--- src/cache_params.svh ---
`ifndef CACHE_PARAMS_SVH
`define CACHE_PARAMS_SVH

// Geometry of the 4-way, 16-set cache with one-word lines

`define CACHE_AW    32  // Address width
`define CACHE_DW    32  // Data width, one word per line
`define CACHE_WAYS  4   // Associativity
`define CACHE_SETS  16  // Number of sets
`define CACHE_IDX_W 4   // Set index, address bits 5..2
`define CACHE_TAG_W 26  // Tag, address bits 31..6
`define CACHE_BE_W  4   // One enable per data byte

`endif

--- src/cache_pkg.sv ---
`default_nettype none

`include "cache_params.svh"

package cache_pkg;

    typedef enum logic {
        CACHE_OP_READ  = 1'b0,
        CACHE_OP_WRITE = 1'b1
    } cache_op_e;

    // Core request, only meaningful while its strobe is high
    typedef struct packed {
        cache_op_e               op;
        logic [`CACHE_AW-1:0]    addr;
        logic [`CACHE_DW-1:0]    wdata;
        logic [`CACHE_BE_W-1:0]  be;     // Byte enables for writes
    } cache_req_t;

    typedef struct packed {
        logic                    hit;
        logic [`CACHE_DW-1:0]    rdata;  // Zero on a miss
    } cache_rsp_t;

    // Result of the parallel tag compare in one set
    typedef struct packed {
        logic                            hit;
        logic [$clog2(`CACHE_WAYS)-1:0]  hit_way;
        logic                            dirty;  // Dirty bit of the hit way
    } lookup_t;

endpackage

`default_nettype wire

--- src/snoop_pkg.sv ---
`default_nettype none

`include "cache_params.svh"

package snoop_pkg;

    // Codes 3..15 are not defined and answer as a miss
    typedef enum logic [3:0] {
        SNP_READ  = 4'd0,
        SNP_RFO   = 4'd1,
        SNP_INVAL = 4'd2
    } snoop_cmd_e;

    typedef struct packed {
        snoop_cmd_e              cmd;
        logic [`CACHE_AW-1:0]    addr;
    } snoop_req_t;

    typedef struct packed {
        logic                    hit;
        logic                    dirty;
        logic [`CACHE_DW-1:0]    data;
    } snoop_rsp_t;

endpackage

`default_nettype wire

--- src/plru_tree.sv ---
`timescale 1ns/1ps
`default_nettype none

`include "cache_params.svh"

// Three-bit tree per set
//   bit 0 selects the half holding the victim (0 = ways 0/1, 1 = ways 2/3)
//   bit 1 selects within ways 0/1, bit 2 within ways 2/3
module plru_tree (
    input  logic                    i_clk,
    input  logic                    i_rst_n,
    input  logic [`CACHE_IDX_W-1:0] i_set,
    input  logic                    i_touch,
    input  logic [1:0]              i_touch_way,
    output logic [1:0]              o_victim_way
);

    logic [2:0] r_tree [`CACHE_SETS];
    logic [2:0] w_cur;

    assign w_cur = r_tree[i_set];

    // Walk the tree from the root
    always_comb begin
        if (w_cur[0]) begin
            o_victim_way = {1'b1, w_cur[2]};
        end else begin
            o_victim_way = {1'b0, w_cur[1]};
        end
    end

    // An access points the root at the other half and the half's own
    // bit at the sibling of the accessed way
    always_ff @(posedge i_clk or negedge i_rst_n) begin
        if (!i_rst_n) begin
            for (int s = 0; s < `CACHE_SETS; s++) begin
                r_tree[s] <= 3'b000;
            end
        end else if (i_touch) begin
            r_tree[i_set][0] <= ~i_touch_way[1];  // Other half
            if (i_touch_way[1]) begin
                r_tree[i_set][2] <= ~i_touch_way[0];  // Sibling in ways 2/3
            end else begin
                r_tree[i_set][1] <= ~i_touch_way[0];  // Sibling in ways 0/1
            end
        end
    end

endmodule

`default_nettype wire

--- src/cache_line_store.sv ---
`timescale 1ns/1ps
`default_nettype none

`include "cache_params.svh"

module cache_line_store (
    input  logic                             i_clk,
    input  logic                             i_rst_n,
    // Lookup
    input  logic [`CACHE_IDX_W-1:0]          i_set,
    input  logic [`CACHE_TAG_W-1:0]          i_tag,
    output cache_pkg::lookup_t               o_lookup,
    output logic [`CACHE_DW-1:0]             o_hit_data,
    // Whole-entry write into the looked-up set
    input  logic                             i_wr_en,
    input  logic [$clog2(`CACHE_WAYS)-1:0]   i_wr_way,
    input  logic [`CACHE_TAG_W-1:0]          i_wr_tag,
    input  logic [`CACHE_DW-1:0]             i_wr_data,
    input  logic                             i_wr_valid,
    input  logic                             i_wr_dirty
);

    localparam int WAY_W = $clog2(`CACHE_WAYS);

    logic [`CACHE_TAG_W-1:0] r_tag   [`CACHE_SETS][`CACHE_WAYS];
    logic [`CACHE_DW-1:0]    r_data  [`CACHE_SETS][`CACHE_WAYS];
    logic [`CACHE_WAYS-1:0]  r_valid [`CACHE_SETS];
    logic [`CACHE_WAYS-1:0]  r_dirty [`CACHE_SETS];

    // Parallel compare over the four ways of the set
    // Hit data stays zero on a miss, the controller relies on it
    always_comb begin
        o_lookup   = '0;
        o_hit_data = '0;
        for (int w = 0; w < `CACHE_WAYS; w++) begin
            if (r_valid[i_set][w] && (r_tag[i_set][w] == i_tag)) begin
                o_lookup.hit     = 1'b1;
                o_lookup.hit_way = WAY_W'(w);
                o_lookup.dirty   = r_dirty[i_set][w];
                o_hit_data       = r_data[i_set][w];
            end
        end
    end

    always_ff @(posedge i_clk or negedge i_rst_n) begin
        if (!i_rst_n) begin
            for (int s = 0; s < `CACHE_SETS; s++) begin
                r_valid[s] <= '0;
                r_dirty[s] <= '0;
            end
        end else if (i_wr_en) begin
            r_valid[i_set][i_wr_way] <= i_wr_valid;  // Cleared on invalidation
            r_dirty[i_set][i_wr_way] <= i_wr_dirty;
        end
    end

    always_ff @(posedge i_clk) begin
        if (i_wr_en) begin
            r_tag[i_set][i_wr_way]  <= i_wr_tag;
            r_data[i_set][i_wr_way] <= i_wr_data;
        end
    end

endmodule

`default_nettype wire

--- src/cache_ctrl.sv ---
`timescale 1ns/1ps
`default_nettype none

`include "cache_params.svh"

module cache_ctrl (
    input  logic                             i_clk,
    input  logic                             i_rst_n,
    // Core side
    input  logic                             i_req_valid,
    input  cache_pkg::cache_req_t            i_req,
    output logic                             o_rsp_valid,
    output cache_pkg::cache_rsp_t            o_rsp,
    // Snoop side
    input  logic                             i_snp_valid,
    input  snoop_pkg::snoop_req_t            i_snp,
    output logic                             o_snp_rsp_valid,
    output snoop_pkg::snoop_rsp_t            o_snp_rsp,
    // Line store
    output logic [`CACHE_IDX_W-1:0]          o_set,
    output logic [`CACHE_TAG_W-1:0]          o_tag,
    input  cache_pkg::lookup_t               i_lookup,
    input  logic [`CACHE_DW-1:0]             i_hit_data,
    output logic                             o_wr_en,
    output logic [$clog2(`CACHE_WAYS)-1:0]   o_wr_way,
    output logic [`CACHE_TAG_W-1:0]          o_wr_tag,
    output logic [`CACHE_DW-1:0]             o_wr_data,
    output logic                             o_wr_valid,
    output logic                             o_wr_dirty,
    // PLRU
    output logic                             o_touch,
    output logic [$clog2(`CACHE_WAYS)-1:0]   o_touch_way,
    input  logic [$clog2(`CACHE_WAYS)-1:0]   i_victim_way
);

    logic                                w_core_sel;
    logic [`CACHE_AW-1:0]                w_addr;
    logic [$clog2(`CACHE_WAYS)-1:0]      w_way;
    cache_pkg::cache_rsp_t               w_rsp;
    snoop_pkg::snoop_rsp_t               w_snp_rsp;

    function automatic logic [`CACHE_DW-1:0] byte_merge(
        input logic [`CACHE_DW-1:0]   old_word,
        input logic [`CACHE_DW-1:0]   new_word,
        input logic [`CACHE_BE_W-1:0] be
    );
        logic [`CACHE_DW-1:0] merged;
        merged = old_word;
        for (int b = 0; b < `CACHE_BE_W; b++) begin
            if (be[b]) begin
                merged[8*b +: 8] = new_word[8*b +: 8];
            end
        end
        return merged;
    endfunction

    // Snoop wins, a core request in the same cycle is dropped
    assign w_core_sel = i_req_valid && !i_snp_valid;
    assign w_addr     = i_snp_valid ? i_snp.addr : i_req.addr;
    assign o_set      = w_addr[`CACHE_AW-`CACHE_TAG_W-1 -: `CACHE_IDX_W];
    assign o_tag      = w_addr[`CACHE_AW-1 -: `CACHE_TAG_W];
    assign w_way      = i_lookup.hit ? i_lookup.hit_way : i_victim_way;  // Victim on a miss

    // i_hit_data is zero on a miss, so one merge covers hit and allocation
    always_comb begin
        o_wr_en     = 1'b0;
        o_wr_way    = w_way;
        o_wr_tag    = o_tag;
        o_wr_data   = i_hit_data;
        o_wr_valid  = 1'b1;
        o_wr_dirty  = i_lookup.dirty;
        o_touch     = 1'b0;
        o_touch_way = w_way;
        w_rsp       = '0;
        w_snp_rsp   = '0;
        if (i_snp_valid) begin
            case (i_snp.cmd)
                snoop_pkg::SNP_READ: begin
                    o_touch         = i_lookup.hit;
                    w_snp_rsp.hit   = i_lookup.hit;
                    w_snp_rsp.dirty = i_lookup.dirty;
                    w_snp_rsp.data  = i_hit_data;
                end
                snoop_pkg::SNP_RFO: begin
                    w_snp_rsp.hit   = i_lookup.hit;
                    w_snp_rsp.dirty = i_lookup.dirty;
                    w_snp_rsp.data  = i_hit_data;
                    o_wr_en         = i_lookup.hit;  // Hand the line over
                    o_wr_valid      = 1'b0;
                    o_wr_dirty      = 1'b0;
                end
                snoop_pkg::SNP_INVAL: begin
                    w_snp_rsp.hit = i_lookup.hit;  // Hit only, no data
                    o_wr_en       = i_lookup.hit;
                    o_wr_valid    = 1'b0;
                    o_wr_dirty    = 1'b0;
                end
                default: begin
                    // Unknown command answers as a miss
                end
            endcase
        end else if (i_req_valid) begin
            w_rsp.hit   = i_lookup.hit;
            w_rsp.rdata = i_hit_data;  // Zero on a miss
            o_touch     = 1'b1;
            case (i_req.op)
                cache_pkg::CACHE_OP_READ: begin
                    o_wr_en    = !i_lookup.hit;  // Clean zero-filled allocation
                    o_wr_data  = '0;
                    o_wr_dirty = 1'b0;
                end
                cache_pkg::CACHE_OP_WRITE: begin
                    o_wr_en    = 1'b1;
                    o_wr_data  = byte_merge(i_hit_data, i_req.wdata, i_req.be);
                    o_wr_dirty = 1'b1;
                end
            endcase
        end
    end

    always_ff @(posedge i_clk or negedge i_rst_n) begin
        if (!i_rst_n) begin
            o_rsp_valid     <= 1'b0;
            o_snp_rsp_valid <= 1'b0;
        end else begin
            o_rsp_valid     <= w_core_sel;
            o_snp_rsp_valid <= i_snp_valid;
        end
    end

    always_ff @(posedge i_clk) begin
        if (w_core_sel) begin
            o_rsp <= w_rsp;
        end
        if (i_snp_valid) begin
            o_snp_rsp <= w_snp_rsp;
        end
    end

endmodule

`default_nettype wire

--- src/cache_top.sv ---
`timescale 1ns/1ps
`default_nettype none

`include "cache_params.svh"

module cache_top (
    input  logic                   i_clk,
    input  logic                   i_rst_n,
    input  logic                   i_req_valid,
    input  cache_pkg::cache_req_t  i_req,
    output logic                   o_rsp_valid,
    output cache_pkg::cache_rsp_t  o_rsp,
    input  logic                   i_snp_valid,
    input  snoop_pkg::snoop_req_t  i_snp,
    output logic                   o_snp_rsp_valid,
    output snoop_pkg::snoop_rsp_t  o_snp_rsp
);

    logic [`CACHE_IDX_W-1:0]          w_set;
    logic [`CACHE_TAG_W-1:0]          w_tag;
    cache_pkg::lookup_t               w_lookup;
    logic [`CACHE_DW-1:0]             w_hit_data;
    logic                             w_wr_en;
    logic [$clog2(`CACHE_WAYS)-1:0]   w_wr_way;
    logic [`CACHE_TAG_W-1:0]          w_wr_tag;
    logic [`CACHE_DW-1:0]             w_wr_data;
    logic                             w_wr_valid;
    logic                             w_wr_dirty;
    logic                             w_touch;
    logic [$clog2(`CACHE_WAYS)-1:0]   w_touch_way;
    logic [$clog2(`CACHE_WAYS)-1:0]   w_victim_way;

    cache_ctrl i_ctrl (
        .i_clk           (i_clk),
        .i_rst_n         (i_rst_n),
        .i_req_valid     (i_req_valid),
        .i_req           (i_req),
        .o_rsp_valid     (o_rsp_valid),
        .o_rsp           (o_rsp),
        .i_snp_valid     (i_snp_valid),
        .i_snp           (i_snp),
        .o_snp_rsp_valid (o_snp_rsp_valid),
        .o_snp_rsp       (o_snp_rsp),
        .o_set           (w_set),
        .o_tag           (w_tag),
        .i_lookup        (w_lookup),
        .i_hit_data      (w_hit_data),
        .o_wr_en         (w_wr_en),
        .o_wr_way        (w_wr_way),
        .o_wr_tag        (w_wr_tag),
        .o_wr_data       (w_wr_data),
        .o_wr_valid      (w_wr_valid),
        .o_wr_dirty      (w_wr_dirty),
        .o_touch         (w_touch),
        .o_touch_way     (w_touch_way),
        .i_victim_way    (w_victim_way)
    );

    cache_line_store i_store (
        .i_clk      (i_clk),
        .i_rst_n    (i_rst_n),
        .i_set      (w_set),
        .i_tag      (w_tag),
        .o_lookup   (w_lookup),
        .o_hit_data (w_hit_data),
        .i_wr_en    (w_wr_en),
        .i_wr_way   (w_wr_way),
        .i_wr_tag   (w_wr_tag),
        .i_wr_data  (w_wr_data),
        .i_wr_valid (w_wr_valid),
        .i_wr_dirty (w_wr_dirty)
    );

    plru_tree i_plru (
        .i_clk        (i_clk),
        .i_rst_n      (i_rst_n),
        .i_set        (w_set),
        .i_touch      (w_touch),
        .i_touch_way  (w_touch_way),
        .o_victim_way (w_victim_way)
    );

endmodule

`default_nettype wire

--- config.mk ---
export PLATFORM = sky130hd
export DESIGN_NAME = cache_top
export DESIGN_NICKNAME = d
export VERILOG_FILES = /design/src/cache_pkg.sv /design/src/snoop_pkg.sv /design/src/plru_tree.sv /design/src/cache_line_store.sv /design/src/cache_ctrl.sv /design/src/cache_top.sv
export VERILOG_INCLUDE_DIRS = /design/src
export SDC_FILE = /design/constraint.sdc
export NUM_CORES = 2
export LEC_CHECK = 0
export BUFFER_PORTS_ARGS = -buffer_cell sky130_fd_sc_hd__buf_2
export CORE_MARGIN = 10
export CORE_UTILIZATION = 35
export CTS_BUF_LIST = sky130_fd_sc_hd__clkbuf_4
export CTS_CLUSTER_DIAMETER = 120
export DETAILED_ROUTE_END_ITERATION = 8
export GPL_TIMING_DRIVEN = 0
export HOLD_SLACK_MARGIN = 0.02
export PLACE_DENSITY_LB_ADDON = 0.15
export SLEW_MARGIN = 0
export SYNTH_ARGS = -nofsm -noshare
export SYNTH_HDL_FRONTEND = slang
export SYNTH_SLANG_ARGS = --single-unit
--- constraint.sdc ---
create_clock -name i_clk -period 8.09 [get_ports i_clk]
set_input_delay 1.618 -clock i_clk [delete_from_list [all_inputs] [get_ports i_clk]]
set_output_delay 1.618 -clock i_clk [all_outputs]
set_load 0.01 [all_outputs]
==> run_results.csv <==
group,metric,value,unit
clocking,cts-htree-levels,7,
min_path,min_path_type,"in -> reg",
synth,synth_seq_cells,3957,
routing,route.vias.total,94800,
grt,gr-usage-all-layers,25.1,%
floorplanning,io_pins,178,
synth,synth_top_cells_by_area,"edfxtp_1, mux4_2, a21o_1",
synth,post_synth_inst_count,7962,
worst_setup_path,rr_worst_depth,16,
worst_setup_path,critical_path_peak_fanout,48,
synth,synth-warning-count,0,
placement,hpwl,411000,µm
layout,post_layout_nonfiller_instances,16300,
power_and_ir_drop,finalPower,44000,µW
routing,drt_pre_antenna_iters,8,
synth,netlist-cell-type-count,73,
sta,worst_slew_margin_rel,-0.489,%
synth,synth_top_area_cell,"edfxtp_1",
synth,synth_area,155000,µm²
job,timing.max_cap.violations,1,
sta,period_needed,8330,ps
outcome,outcome,"complete, but fails checks",
placement,portBuffers,172,
grt,pin_count_of_the_biggest_net_entering_global_routing,120,
synth,synth-edff-count,3779,
power_and_ir_drop,cellPowerDensity,236,nW/µm²
outcome,violations,"max-capacitance violations, max-slew violations, negative setup slack",
layout,filler_cell_count,39800,
clocking,tritoncts,"yes",
routing,drt_drc_violations_left,0,
worst_setup_path,worst-endpoint-arrival,9740,ps
synth,postSynth.asyncResetShare,4.50,%
layout,layout.nets,9791,
grt,grt_antenna_before_repair,27,
layout,multiInputGateArea,35700,µm²
synth,sequential_element_share_of_the_synthesized_area,75.8,%
routing,ant_nets,0,
placement,gp_congestion,0.841,
sta,worst_pin_slew,1510,ps
sta,rsz0062_at_grt,"true",
clocking,clock_sink_count,3957,
grt,first_pass_grt_wire_length,812000,µm
layout,sequential_cell_area,118000,µm²
worst_setup_path,setup.worst_path.end_class,"flip-flop",
routing,wl_per_cell,37.0,µm
synth,post_synth.cell_area_avg,19.5,µm²
grt,first_global_vias,95800,
floorplanning,die-area,471000,µm²
placement,place.detailed.instances,14500,
floorplanning,die_x_extent,687,µm
synth,synth_top_flop_cell,"edfxtp_1",
worst_setup_path,critPathRequiredTime,9500,ps
layout,post-route-util,42.3,%
floorplanning,start_util,35.2,%
clocking,cts-buffers-inserted,1118,
sta,maxSlewViolCount,10,
power_and_ir_drop,total_leakage_power,0.0628,µW
routing,avgViaCountPerCell,5.82,
synth,netlist.area_leader.share,73.0,%
layout,layout.cell_area.non_filler,187000,µm²
power_and_ir_drop,max-vdd-ir-drop,0.139,mV
sta,post-route-period-util,103,%
sta,tns,-75420,ps
floorplanning,coreArea,442000,µm²
sta,fin_worst_skew,157,ps
floorplanning,fp.dieH,687,µm
floorplanning,rows,244,
sta,hold_viol,0,
clocking,clock_root_buffer_master,"clkbuf_4",
sta,finalSetupViolations,826,
routing,initial_drt_markers,11500,
min_path,timing.hold.worst_path_depth,2,
clocking,max-clock-path-buffers,5,
clocking,clk_transition_reported_paths,60,ps
clocking,clock_latency,1800,ps
layout,drive_above_1_share,34.3,%
worst_setup_path,worstSetupPathType,"in -> reg",
routing,routed_wl,601000,µm
sta,top_achievable_clock_speed,120,MHz
layout,syn_to_final_growth,20.2,%
placement,postPlaceCellArea,173000,µm²
synth,synth.net_count,8071,
grt,grt_overflow,0,
sta,crit_path_setup_slack_layout,-235,ps
worst_setup_path,start_kind,"primary input",
-- report_power, final --
group	total (µW)	internal [µW]	switching, µW
Clock	17600	9310	8310
Sequential	22800	22700	111
Combinational	3650	1220	2430
-- synth_stat cells (22+ instances only) --
master / number
o41ai_1: 30
mux2_1: 50
nand2_1: 190
o22ai_1: 156
nor2_1: 155
xnor2_1: 93
a41oi_1: 149
buf_4: 34
a21o_1: 667
a21oi_1: 166
a221oi_1: 27
o2111ai_1: 23
nand2b_1: 24
mux2_2: 97
nand4_1: 22
buf_2: 162
edfxtp_1: 3779
nor4_1: 70
inv_1: 45
o21ai_0: 129
mux2i_1: 64
nor3_2: 46
clkbuf_1: 268
nor3_1: 23
and2_1: 46
dfrtp_1: 178
nand3_1: 40
a22oi_1: 227
buf_1: 67
mux4_2: 696
-- per-stage QoR --
stage	hold slack, ps	setup WS, ps
5_1_grt	226	-13.8
3_5_place_dp	474	-3420
2_1_floorplan	452	-1600
4_1_cts	147	8.98
3_3_place_gp	462	-18200
6_report	337	-235
-- placed cells by master, fill, tap and decap left out, types with 160 or more instances in the layout --
cell	netlist	final
a21o_1	667	654
a21oi_1	166	160
a22oi_1	227	227
buf_16	0	206
buf_2	162	333
clkbuf_1	268	208
clkbuf_4	0	1628
dfrtp_1	178	178
edfxtp_1	3779	3779
mux4_2	696	696
nand2_1	190	171
-- repair_timing --
action / CTS / global route
buffers inserted: 9 / 0
resized for setup: 69 / 67
hold endpoints to repair: 60 / 0
pin swaps: 4 / 0
endpoints found under the setup margin: 5972 / 1136
hold buffers: 3 / 0
-- critical path, stage by stage --
cell and delay (ps):
buf_4 140, buf_4 170, nand3b_1 110, buf_2 350, buf_2 480, clkbuf_1 790, a21o_1 230, a41oi_1 290
nor4_1 700, xnor2_1 380, nor4_2 630, and4_1 590, a2111oi_2 200, buf_4 230, clkbuf_1 350, buf_2 330
a221oi_1 910, a31oi_1 390, nand2_1 200, nand2_2 240, buf_12 260
-- state kept, by name, summed over array words and instances (netlist names) --
| signal | count |
|---|---|
| i_store.r_tag | 1664 |
| i_store.r_valid | 64 |
| i_ctrl.o_snp_rsp | 34 |
| i_store.r_data | 2048 |
| i_ctrl.o_snp_rsp_valid | 1 |
| i_store.r_dirty | 64 |
| i_ctrl.o_rsp_valid | 1 |
| i_ctrl.o_rsp | 33 |
| i_plru.r_tree | 48 |
-- area by class of cell --
cell class | count | area share, %
sequential | 3957 | 63.1
clock buffer | 1625 | 6.53
multi-input combinational | 3411 | 19.1
inverter | 45 | 0.136
buffer | 539 | 1.42
clock inverter | 153 | 0.412
timing repair buffer | 610 | 5.34
tap | 5904 | 3.95
antenna | 31 | 0.0415
-- final timing paths --
path	startpoint	slack, ps	to
hold / removal	i_req[11]	340	i_store.r_data[10][7]
setup reg to reg	i_store.r_tag[3][103]	1120	i_store.r_data[5][119]
hold reg to reg	i_store.r_dirty[43]	490	i_store.r_dirty[43]
setup / recovery	i_snp_valid	-240	i_store.r_data[0][117]
max in group asynchronous	i_rst_n	6560	i_store.r_dirty[29]
min in group asynchronous	i_rst_n	410	i_ctrl.o_rsp_valid
-- kinds of logic (layout without fill, tap and decap cells) --
logic type                Yosys count  count (layout)  share of synthesized area [%]
DFF                              3957            3957                           75.8
AOI/OAI and AO/OA                1708            1708                           7.92
muxes                             910             910                           11.6
and+or+nand+nor                   699             699                           2.38
buffers and inverters             594            2972                           1.74
xor gates and xnor gates           94              94                          0.529
other                               0              31                              0
-- metal layers --
| metal | share of wire (%) | up-vias | global-route usage, % | routed length (µm) |
|---|---|---|---|---|
| met1 | 39 | 50900 | 32.3 | 236000 |
| met4 | 5.2 | 2 | 13.0 | 31200 |
| met3 | 7.9 | 1219 | 5.05 | 47200 |
| li1 | - | 37300 | - | - |
| met5 | 0.0023 | - | 0 | 14 |
| met2 | 48 | 5334 | 40.6 | 287000 |
(Power assumes the default switching activity.)
